### config.mk
export PLATFORM = sky130hd
export DESIGN_NAME = cgra_result_merge
export DESIGN_NICKNAME = d
export VERILOG_FILES = /design/src/logic/cgra_pkg.sv /design/src/logic/cgra_result_merge.sv
export SDC_FILE = /design/constraint.sdc
export NUM_CORES = 1
export LEC_CHECK = 0
export BUFFER_PORTS_ARGS = -buffer_cell sky130_fd_sc_hd__clkbuf_2
export CORE_ASPECT_RATIO = 0.75
export CORE_UTILIZATION = 44
export DETAILED_ROUTE_END_ITERATION = 8
export GPL_TIMING_DRIVEN = 0
export PLACE_DENSITY_LB_ADDON = 0.25
export SETUP_SLACK_MARGIN = 0.3
export SLEW_MARGIN = 30
export SYNTH_ARGS = -nofsm -noshare
export SYNTH_HDL_FRONTEND = slang
export SYNTH_SLANG_ARGS = --single-unit
### constraint.sdc
create_clock -name clk -period 10.15 [get_ports clk]
set_clock_uncertainty 0.1 [all_clocks]
set_input_delay 1.5225 -clock clk [delete_from_list [all_inputs] [get_ports clk]]
set_output_delay 1.5225 -clock clk [all_outputs]
set_load 0.1 [all_outputs]
### src/logic/cgra_pkg.sv
package cgra_pkg;

  // ******************************
  // Array and bus sizes
  // ******************************
  localparam int N_PE           = 4;
  localparam int LINE_W         = 512;
  localparam int CONF_W         = 64;
  localparam int WORDS_PER_LINE = LINE_W / CONF_W;
  localparam int DATA_W         = 32;

  // Header line fields
  localparam int HDR_CNT_LSB      = 0;
  localparam int HDR_CNT_W        = 32;
  localparam int HDR_IN_MASK_LSB  = 32;
  localparam int HDR_OUT_MASK_LSB = 64;

  typedef logic [LINE_W-1:0]       line_t;
  typedef logic [DATA_W-1:0]       data_t;
  typedef logic [N_PE*DATA_W-1:0]  result_t;
  typedef logic [N_PE-1:0]         lane_mask_t;

  typedef struct packed {
    logic [DATA_W-1:0]       imm;      // Bits 63:32
    logic [23:0]             rsvd_hi;
    logic [3:0]              opcode;   // Bits 7:4
    logic [1:0]              rsvd_lo;
    logic [$clog2(N_PE)-1:0] sel;      // Target PE
  } conf_word_t;

  typedef enum logic [3:0] {
    OP_ADD  = 4'd0,
    OP_SUB  = 4'd1,
    OP_XOR  = 4'd2,
    OP_MUL  = 4'd3,
    OP_PASS = 4'd4
  } opcode_e;

endpackage

### src/logic/cgra_result_merge.sv
`timescale 1ns/1ps

module cgra_result_merge (
  input  logic                 clk,
  input  logic                 rst,
  input  cgra_pkg::lane_mask_t lane_valid,
  input  cgra_pkg::data_t      lane_data [cgra_pkg::N_PE],
  input  cgra_pkg::lane_mask_t out_mask,
  input  logic                 res_done,
  output logic                 ready,
  output logic                 res_valid,
  output cgra_pkg::result_t    res_data
);

  logic busy;

  // All lanes fire together, lane 0 stands for the array
  always_ff @(posedge clk) begin
    if (rst) begin
      busy      <= 1'b0;
      res_valid <= 1'b0;
    end else begin
      res_valid <= 1'b0;
      if (lane_valid[0] && !busy) begin
        busy      <= 1'b1;
        res_valid <= 1'b1;
      end else if (res_done) begin
        busy <= 1'b0;                            // Result port free again
      end
    end
  end

  // ******************************
  // Lane packing with output mask
  // ******************************
  always_ff @(posedge clk) begin
    if (lane_valid[0] && !busy) begin
      for (int i = 0; i < cgra_pkg::N_PE; i++) begin
        res_data[i*cgra_pkg::DATA_W +: cgra_pkg::DATA_W] <= out_mask[i] ? lane_data[i] : '0;
      end
    end
  end

  assign ready = !busy;

endmodule

# ---- Word-level counts from Yosys, hierarchy flattened
# Cells that the tools add are included.
dict set report op_classes {
  muxes 3
  n_reduce_logical 3
}
# operator count
set ops {}
lappend ops {{$mux W1} 3}
lappend ops {{$reduce_bool A2 Y1} 1}
lappend ops {{$logic_and A1 B1 Y1} 1}
lappend ops {{$logic_not A1 Y1} 1}
dict set report totals {
  in_bits 139
  output_inout_bits 130
  regBits 130
  word_cells 12
}

# ---- Depth between registers and ports, before layout
dict set report logic_depth {
  depth_word 3
  mapped_depth 2
  ltp_nobuf 2
}

# ---- Least setup slack after synthesis
# Ideal clock, no wire load.
dict set report synth_path {
  kind {in2reg}
  from {in lane_valid[0]}
  to {reg res_data[0] (enable)}
  setup_time_ns 0.633
  stages 1
  arrival_time_ns 7.090
  required_time_ns 9.417
  slack_ns 2.326
  n_path_buf 0
  path_cell_list {nor2b_1}
}
dict set report synth_via {
  elab_chain_cells 1
}
# element line_no
set synth_lines {}
lappend synth_lines {{start, declared} cgra_result_merge.sv:6} ;# input cgra_pkg::lane_mask_t lane_valid,
lappend synth_lines {{$logic_and A1 B1 Y1} cgra_result_merge.sv:37} ;# if (lane_valid[0] && !busy) begin
lappend synth_lines {{end signal, assigned by index} cgra_result_merge.sv:39} ;# res_data[i*cgra_pkg::DATA_W +: cgra_pkg::DATA_W] <= out_mask[i] ? lane_data[i] : '0;
lappend synth_lines {{end, declared} cgra_result_merge.sv:12} ;# output cgra_pkg::result_t res_data
# No other way between the ends.
# A chain may end at the register's enable or synchronous reset.

# ---- Worst setup path in the final report
dict set report layout_path {
  from {reg busy}
  to {out ready}
}
dict set report layout_via {
  elab_chain_cells 1
}
# element line_no
set layout_lines {}
lappend layout_lines {{start, declared} cgra_result_merge.sv:15} ;# logic busy;
lappend layout_lines {{start signal, assigned} cgra_result_merge.sv:20} ;# busy <= 1'b0;
lappend layout_lines {{start signal, assigned} cgra_result_merge.sv:25} ;# busy <= 1'b1;
lappend layout_lines {{start signal, assigned} cgra_result_merge.sv:28} ;# busy <= 1'b0;
lappend layout_lines {{$logic_not A1 Y1} cgra_result_merge.sv:44} ;# assign ready = !busy;
lappend layout_lines {{end, declared} cgra_result_merge.sv:10} ;# output logic ready,
# No other way between the ends.

==> run metrics <==
Hold Path End=busy; Routability Congestion=0.7516; H-tree Lvls=4; leading cell type in the layout, fill and taps excluded=clkbuf_2; fin crit share=28.39%; Buffers & Inverters on Critical Path=2; Place WS=6.855 ns; CP top delay family=buffers and inverters; CP Capture Type=primary output; WP depth=2; Critical R2R Launch=busy; CP startpoint=busy; placed cells=682; clock latency on the worst-skew pair=0.39 ns; NetSw=0.4988 mW; Area Overhead vs Synth=46.15%; Fin Hold WS=0.4523 ns; Yosys top cell by area=edfxtp_1; Setup CP Type=reg2out; Crit path largest cell delay=0.44 ns; cts bufs inserted=17; Pre-antenna DRT Iters=4; post-synthesis cell count=275; Critical Path Fanout Max=4; # resized after CTS=0; Sequential Power Share=40.8%; final setup fails=0; Die Y=92.19 um; hold path depth=1; number of I/O pins=269; final instance area=0.006974 mm2; worst-margin pin slew=0.5805 ns; CTS Root Buffer Type=clkbuf_16; largest family of logic cells by synthesized area=simple AND/OR/NAND/NOR gates; setup_tns=0 ns; Initial Utilization=45.84%; leak pwr=3.129 nW; simple-gate portion of the synthesized area=17.12%; Crit path required time=8.53 ns; critical path data arrival time=1.26 ns; clock network power share=36.9%; diodes inserted=0; core area=0.01041 mm2; final WL=10700 um; total design power=1.572 mW; Post-CTS Hold Fix Bufs=0; max_cap viols=0; outcome=completed; Slew headroom=61.46%; first-pass GRT wire length=16390 um; FF-to-FF setup slack=8.17 ns; Syn Nets=414; switching power share of the total=31.73%; xor and xnor area share after synthesis=0%; clock sink total=130; FMAX=347.0 MHz; cells on worst reg2reg path=5; fin cells=713; largest net degree at the start of global routing=27; Area after DPL=0.006416 mm2; die area=0.01127 mm2; post-synthesis sequential area ratio=81.38%; worst r2r dst=res_data[67]; Final #Nets=704; DP HPWL=8081 um; Worst-path clk slew=0.05 ns; port bufs=265; unrepaired setup endpoints after global routing=no; post-synthesis mux area share=0%; Max Slew Vio Count=0; total grt overflow=0; CP max-delay cell=clkbuf_2; via count=3162; Die X=122.3 um; Mapped Avg Cell Area=17.35 um2; Post-Synth Adder-Cell Area=0%; Worst Hold Class=reg2reg; total global-route track usage=19.86%; Fill cells=787; Mapped Area=0.004772 mm2; crit path cell chain=inv_1, clkbuf_2; post-route minimum period=2.882 ns; share of layout cells above drive strength 1=52.86%; initial antenna violation count=0; Comb pwr share=22.3%; most area-consuming cells after synthesis=edfxtp_1 81%, and2_1 17%, clkbuf_2 1.3%; Max VDD drop=0.1585 mV; Ys Warns=0; fin util=67.00%; DRT iter0 DRCs=145; remaining antenna violation count=0; count of unique library cells instantiated by Yosys=8; crit path launch type=register; Post-CTS Setup Bufs=0; Remaining DRCs=0; final hold vios=0; wire per inst=15.00 um; Max Buffers Root-to-Sink=2; post-DR vias/cell=4.435; PwrDens=225.4 mW/mm2; FP Rows=32; final worst slack=7.268 ns; flops & latches, synth=130; Synth Area in Compound Gates=0.1573%; commonest non-fill, non-tap cells in the layout=277 x clkbuf_2, 128 x and2_1, 128 x edfxtp_1; internal power=1.073 mW; CTS tree=done; vias in the first global route=3289; min-delay src=busy; Yosys top cell area share=80.55%
layout make-up:
class | count | area, um2 | area share [%]
sequential | 130 | 3884 | 55.69
tap | 136 | 170.2 | 2.440
timing repair buffer | 271 | 1466 | 21.03
buffer | 12 | 60.06 | 0.8611
multi-input combinational | 132 | 832.0 | 11.93
inverter | 1 | 3.754 | 0.05382
clock buffer | 22 | 444.2 | 6.369
clock inverter | 9 | 113.9 | 1.633
power groups by stage:
stage / clock [mW] / sequential (mW) / combinational (mW)
floorplan: 0 / 0.901 / 0.0343
CTS: 0.591 / 0.642 / 0.353
global placement: 0 / 0.661 / 0.339
finish: 0.580 / 0.642 / 0.350
detailed placement: 0 / 0.653 / 0.352
global route: 0.613 / 0.645 / 0.363
Yosys cell counts:
| master | n |
|---|---|
| edfxtp_1 | 128 |
| and2_1 | 128 |
| clkbuf_2 | 12 |
| dfxtp_1 | 2 |
| inv_1 | 1 |
| nor2b_1 | 2 |
| a211oi_1 | 1 |
| nor2_1 | 1 |
routing by layer:
| layer | global-route usage [%] | routed length (um) |
|---|---|---|
| met2 | 33.66 | 5433 |
| met4 | 9.045 | 253 |
| met3 | 8.147 | 1071 |
| met5 | 0 | 0 |
| met1 | 21.58 | 3937 |
logic make-up after synthesis:
kind of cell / Yosys count
buffers and inverters: 13
AO/OA/AOI/OAI: 1
flip-flops: 130
AND/OR/NAND/NOR: 131
worst max-delay path by stage:
| stage | to | slack (ns) |
|---|---|---|
| floorplan | res_data[0] | 2.33 |
| global placement | res_data[48] | 0.03 |
| detailed placement | res_data[43] | 6.86 |
| CTS | ready | 7.25 |
| global route | res_data[63] | 7.19 |
| finish | ready | 7.27 |
registers in the layout, summed over array words and instances, names as in the netlist:
register,count
busy,1
res_data,128
res_valid,1
Power figures use the tool's default switching activity.
