<file path="src/logic/cgra_pkg.sv">
package cgra_pkg;

  // ******************************
  // Array and bus sizes
  // ******************************
  localparam int N_PE           = 4;
  localparam int LINE_W         = 512;
  localparam int CONF_W         = 64;
  localparam int WORDS_PER_LINE = LINE_W / CONF_W;
  localparam int DATA_W         = 32;

  // Header line fields
  localparam int HDR_CNT_LSB      = 0;
  localparam int HDR_CNT_W        = 32;
  localparam int HDR_IN_MASK_LSB  = 32;
  localparam int HDR_OUT_MASK_LSB = 64;

  typedef logic [LINE_W-1:0]       line_t;
  typedef logic [DATA_W-1:0]       data_t;
  typedef logic [N_PE*DATA_W-1:0]  result_t;
  typedef logic [N_PE-1:0]         lane_mask_t;

  typedef struct packed {
    logic [DATA_W-1:0]       imm;      // Bits 63:32
    logic [23:0]             rsvd_hi;
    logic [3:0]              opcode;   // Bits 7:4
    logic [1:0]              rsvd_lo;
    logic [$clog2(N_PE)-1:0] sel;      // Target PE
  } conf_word_t;

  typedef enum logic [3:0] {
    OP_ADD  = 4'd0,
    OP_SUB  = 4'd1,
    OP_XOR  = 4'd2,
    OP_MUL  = 4'd3,
    OP_PASS = 4'd4
  } opcode_e;

endpackage

</file>
<file path="src/logic/cgra_pe.sv">
`timescale 1ns/1ps

module cgra_pe #(
  parameter int pe_index = 0
) (
  input  logic                 clk,
  input  logic                 rst,
  input  logic                 conf_valid,
  input  cgra_pkg::conf_word_t conf_word,
  input  logic                 in_en,
  input  logic                 op_valid,
  input  cgra_pkg::data_t      op_data,
  output logic                 lane_valid,
  output cgra_pkg::data_t      lane_data
);

  logic [3:0]      op_q;
  cgra_pkg::data_t imm_q;
  cgra_pkg::data_t alu;

  // Configuration register, last matching word wins
  always_ff @(posedge clk) begin
    if (rst) begin
      op_q  <= '0;
      imm_q <= '0;
    end else if (conf_valid && conf_word.sel == $bits(conf_word.sel)'(pe_index)) begin
      op_q  <= conf_word.opcode;
      imm_q <= conf_word.imm;
    end
  end

  always_comb begin
    case (op_q)
      cgra_pkg::OP_ADD:  alu = op_data + imm_q;
      cgra_pkg::OP_SUB:  alu = op_data - imm_q;
      cgra_pkg::OP_XOR:  alu = op_data ^ imm_q;
      cgra_pkg::OP_MUL:  alu = op_data * imm_q;   // Low half only
      cgra_pkg::OP_PASS: alu = op_data;
      default:           alu = '0;
    endcase
  end

  always_ff @(posedge clk) begin
    if (rst) begin
      lane_valid <= 1'b0;
    end else begin
      lane_valid <= op_valid;
    end
  end

  always_ff @(posedge clk) begin
    if (op_valid) begin
      lane_data <= in_en ? alu : '0;           // Disabled lane gives zero
    end
  end

endmodule

</file>
<file path="config.mk">
export PLATFORM = sky130hd
export DESIGN_NAME = cgra_pe
export DESIGN_NICKNAME = d
export VERILOG_FILES = /design/src/logic/cgra_pkg.sv /design/src/logic/cgra_pe.sv
export SDC_FILE = /design/constraint.sdc
export NUM_CORES = 1
export LEC_CHECK = 0
export BUFFER_PORTS_ARGS = -buffer_cell sky130_fd_sc_hd__buf_2
export CAP_MARGIN = 20
export CORE_ASPECT_RATIO = 1.25
export CORE_UTILIZATION = 43
export DETAILED_ROUTE_END_ITERATION = 16
export HOLD_SLACK_MARGIN = 0.1
export REMOVE_ABC_BUFFERS = 1
export SYNTH_ARGS = -nofsm -noshare
export SYNTH_HDL_FRONTEND = slang
export SYNTH_SLANG_ARGS = --single-unit
</file>
<file path="constraint.sdc">
create_clock -name clk -period 11.15 [get_ports clk]
set_input_delay 2.23 -clock clk [delete_from_list [all_inputs] [get_ports clk]]
set_output_delay 2.23 -clock clk [all_outputs]
set_load 0.05 [all_outputs]
</file>
Word-level counts from Yosys, hierarchy flattened:

Cells that the tools add are included.

* register bits: 69
* input bits: 101
* output and inout port bits: 33
* logic and storage cells: 16

* add/sub/neg operators: 2
* multiply operators: 1
* equality and inequality tests: 4
* mux-type cells: 1
* bitwise logic cells: 1
* reduce and logical (&&, ||, !) cells: 3

Operators by type and width (count)
* 32-bit one-hot mux with 5 select lines: 1
* 32-bit adder: 1
* 32-bit by 32-bit multiplier with 32-bit output: 1
* 32-bit subtractor: 1
* 32-bit XOR: 1
* 4-bit by 2-bit == test with 1-bit output, second input constant: 2
* 4-bit by 1-bit == test with 1-bit output, second input constant: 1
* 4-bit by 3-bit == test with 1-bit output, second input constant: 1
* 4-bit zero test: 1
* 2-bit zero test: 1
* 1-bit logical AND: 1

Logic depth before layout (Yosys ltp):

* word-level depth: 2
* gate-level depth with buffers: 28
* mapped depth without buffers: 25

Worst setup path after synthesis:

No wires, ideal clock.

* kind: input to register
* start point: input port op_data[12]
* end point: register lane_data[31] (data pin)
* library setup time: 0.262 ns
* arrival: 8.844 ns
* data required time: 10.888 ns
* path slack: 2.044 ns
* cell stages on the path: 25
* buffers on the path: 3
* cells stage by stage: clkbuf_1 > clkbuf_1 > and2_1 > fa_1 > fa_1 > fa_1 > inv_1 > fa_1 > inv_1 > fa_1 > inv_1 > fa_1 > inv_1 > fa_1 > fa_1 > ha_1 > clkbuf_1 > a21o_1 > a221oi_1 > nor2_1 > nor3_2 > nor3_1 > a311oi_2 > xnor2_1 > a311o_2

* longest elaborated chain between the ends: 2
* elaborated cells between the ends (all ways): 4
* those cells by class: add/sub: 2; mul: 1; mux: 1

Ends and longest elaborated chain
* start, declared: line cgra_pe.sv:12 `input cgra_pkg::data_t op_data,`
* 32-bit by 32-bit multiplier with 32-bit output (tied with other cells): line cgra_pe.sv:37 `cgra_pkg::OP_MUL: alu = op_data * imm_q;`
* 32-bit one-hot mux with 5 select lines *: line cgra_pe.sv:33 `case (op_q)`
* end signal, assigned: line cgra_pe.sv:53 `lane_data <= in_en ? alu : '0;`
* end, declared: line cgra_pe.sv:14 `output cgra_pkg::data_t lane_data`

Mark *: on every way between the ends. The rest lies on a longest branch, timed or not.
A chain may end at the register's enable or synchronous reset.

Worst setup path after layout:

* start point: input port op_data[8]
* end point: register lane_data[31] (data pin)

Same word-level chain as after synthesis.

==> run_results.csv <==
group,metric,value,unit
yosys,synth_cells,2436,
routing,vias_per_cell,5.56,
die,start_util,0.435,
place,hpwl,50.9,mm
worst_hold_path,whs_endpoint,"imm_q[0]",
routing,dr.pass1.iters,7,
die,core-area,0.0492,mm²
die,die_height,251,µm
die,fp.dieArea,0.0507,mm²
worst_hold_path,worst_hold_path_type,"reg2reg",
worst_hold_path,hold_start,"imm_q[0]",
layout,area_delta_synth_final,6.64,%
global_route,grt_pass1_vias,18547,
layout,drive_gt1_frac,0.0764,
yosys,ys_ff_latch,69,
clocking,htree_num_levels,3,
worst_hold_path,whs_path_depth,2,
clocking,post_cts_resized,0,
die,die_x,202,µm
yosys,syn_area,0.0214,mm²
status,status,"finished clean",
sta,rsz0062_at_grt,"no",
global_route,antenna_found_initial,2,
clocking,clockBufferDepth,2,
power,pwr-share-comb,0.676,
clocking,cts.clk_slew.worst_paths,0.07,ns
routing,drcViolationCount,0,
worst_setup_path,cp.required,11.25,ns
die,ios,134,
power,switchingPower,0.968,mW
worst_setup_path,end_kind,"flop",
routing,ant_nets,0,
sta,finalCritPeriodShare,0.870,
clocking,cts_root_buf,"clkbuf_16",
clocking,worstSkewPairLatency,0.36,ns
worst_setup_path,crit_arrival,9.81,ns
sta,clock_skew,0.00886,ns
power,p_leak,10.9,nW
worst_setup_path,r2r_end,"lane_data[31]",
sta,max-slew-margin-rel,0.209,
sta,layout_setup_ws,1.45,ns
global_route,grt_max_degree,38,
place,portBuffers,107,
power,power_frac_seq,0.166,
place,place_congestion,0.939,
place,post-place-ws,1.24,ns
sta,setup_violations,0,
sta,final_hold_viol_count,0,
yosys,synthArstFlopShare,0,
power,p_clk_frac,0.158,
sta,min_period,9.70,ns
sta,tns,0,ns
yosys,synth.yosys.seq_area_share,0.0795,
power,powerDensity,84.2,mW/mm²
routing,drt_iter0_markers,1230,
yosys,synth_edf_count,32,
clocking,cts_setup_buffers,0,
worst_setup_path,criticalPathCategory,"in2reg",
routing,vias,17251,
routing,wl,68.3,mm
worst_setup_path,crit_fanout,16,
global_route,grt_use_total,0.278,
power,switching_share,0.504,
yosys,synth_ff_type,"dfxtp_1",
global_route,overflow,0,
sta,max_freq,0.103,GHz
worst_setup_path,rr_worst_depth,26,
sta,drv_slew,0,
clocking,cts_tree,"done",
routing,wl_per_cell,22.0,µm
clocking,postCtsHoldBufs,0,
yosys,netlist-cell-type-count,76,
yosys,avgSynthCellArea,8.78,µm²
power,p_total,1.92,mW
power,ir_worst_vdd,0.0768,mV
clocking,cts_buffers,9,
worst_setup_path,reg2reg_slack,2.64,ns
worst_setup_path,r2r-start,"imm_q[8]",
sta,tightest_slew,1.19,ns
yosys,yosysWarnings,0,
power,p_int,0.954,mW
layout,nets,3125,
global_route,grt_pass1_wl,106,mm
worst_setup_path,startpoint_type,"input port",
flow_run,drv_cap,0,
die,rows,91,
layout,final_core_util,0.464,
clocking,cts.sinks,69,
-- worst max path at each step --
| stage | startpoint | endpoint | slack (ns) | depth (start not counted) |
|---|---|---|---|---|
| 4_1_cts | op_data[8] | lane_data[31] | 1.60 | 27 |
| 5_1_grt | op_data[8] | lane_data[31] | 1.32 | 27 |
| 2_1_floorplan | op_data[16] | lane_data[31] | 2.51 | 23 |
| 6_report | op_data[8] | lane_data[31] | 1.45 | 27 |
| 3_5_place_dp | op_data[8] | lane_data[31] | 1.24 | 27 |
| 3_3_place_gp | op_data[8] | lane_data[31] | 1.22 | 27 |
-- cell usage after synthesis, types with 6 or more instances --
cell	n	area (µm²)
xor2_1	38	333
edfxtp_1	32	961
or3_1	13	81.3
nand4_1	7	43.8
nand3_1	11	55.1
nand2_1	338	1270
clkbuf_1	140	526
a211oi_1	6	45.0
a221oi_1	9	78.8
o21a_1	13	97.6
o21ai_0	46	230
a22oi_1	6	45.0
a222oi_1	10	100
fa_1	409	8190
nor2_1	53	199
xnor2_1	97	850
o31ai_1	12	90.1
nand2b_1	8	50.1
nor3_1	14	70.1
a31oi_1	13	81.3
and2_1	301	1880
ha_1	171	2140
dfxtp_1	37	741
nor2b_1	8	50.1
o21bai_1	10	75.1
a21o_1	21	158
inv_1	399	1500
a21oi_1	117	586
-- per-stage QoR --
| stage | hold WS (ns) | cell area (µm²) | cells |
|---|---|---|---|
| floorplan | 0.473 | 20800 | 2289 |
| global placement | 0.448 | 22500 | 3082 |
| detailed placement | 0.451 | 22500 | 3083 |
| CTS | 0.461 | 22800 | 3099 |
| global route | 0.496 | 22800 | 3100 |
| finish | 0.462 | 22800 | 3101 |
-- layer usage --
metal	share of wire	GRT usage	wire length (µm)
met5	0	0	0
met1	0.39	0.345	26800
met3	0.068	0.0393	4650
met4	0.050	0.121	3410
met2	0.49	0.482	33400
-- worst max-delay path: stages --
cell      delay [ns]
buf_2           0.49
buf_4           0.32
ha_1            0.26
inv_1           0.08
fa_1            0.45
inv_1           0.09
fa_1            0.46
fa_1            0.48
inv_1           0.08
fa_1            0.16
inv_1           0.05
fa_1            0.53
inv_1           0.06
fa_1            0.53
inv_1           0.05
fa_1            0.49
fa_1            0.44
ha_1            0.37
a21oi_1         0.20
o211ai_1        0.10
a221oi_1        0.33
nor2_1          0.14
nor3_2          0.28
nor3_1          0.11
a311oi_2        0.36
xnor2_1         0.20
a311o_2         0.43
-- placed cells by master (no fill, tap or decap), types with 11 or more instances in the layout --
cell type,netlist,layout
buf_4,0,35
a21o_1,21,21
and2_1,301,301
nand2_1,338,338
fa_1,409,409
or3_1,13,13
ha_1,171,171
nor3_1,14,12
edfxtp_1,32,32
o31ai_1,12,12
nor2_1,53,53
buf_2,3,107
xnor2_1,97,97
a21oi_1,117,117
xor2_1,38,38
a31oi_1,13,13
nand3_1,11,11
dfxtp_1,37,35
o21a_1,13,13
o21ai_0,46,45
inv_1,399,399
-- power groups by stage --
| stage | Clock (mW) | Sequential [mW] | Combinational [mW] |
|---|---|---|---|
| 3_3_place_gp | 0 | 0.324 | 1.26 |
| 2_1_floorplan | 0 | 0.393 | 0.822 |
| 3_5_place_dp | 0 | 0.325 | 1.28 |
| 4_1_cts | 0.310 | 0.319 | 1.29 |
| 5_1_grt | 0.319 | 0.322 | 1.42 |
| 6_report | 0.303 | 0.320 | 1.30 |
-- cell families (layout without fill, tap and decap cells) --
family          count (synthesis)  after routing  share of synthesized area
mux                             3              3                    0.00140
compound gates                310            310                     0.0956
other cells                     0              1                          0
buf+inv                       546            559                     0.0963
flops                          69             69                     0.0795
xor+xnor                      135            135                     0.0553
simple gates                  793            793                      0.189
fa+ha+maj                     580            580                      0.483
-- area by class of cell --
class,count,area [µm²]
Inverter,399,1500
Multi-Input combinational cell,1821,17700
Antenna cell,1,2.50
Timing Repair Buffer,144,841
Clock buffer,9,225
Tap cell,651,815
Sequential cell,69,1700
Fill cell,4857,26400
Clock inverter,7,75.1
-- registers in the layout, indices dropped and copies added (netlist names) --
signal      count
imm_q          32
lane_data      32
lane_valid      1
op_q            4
Power figures use the tool's default switching activity.
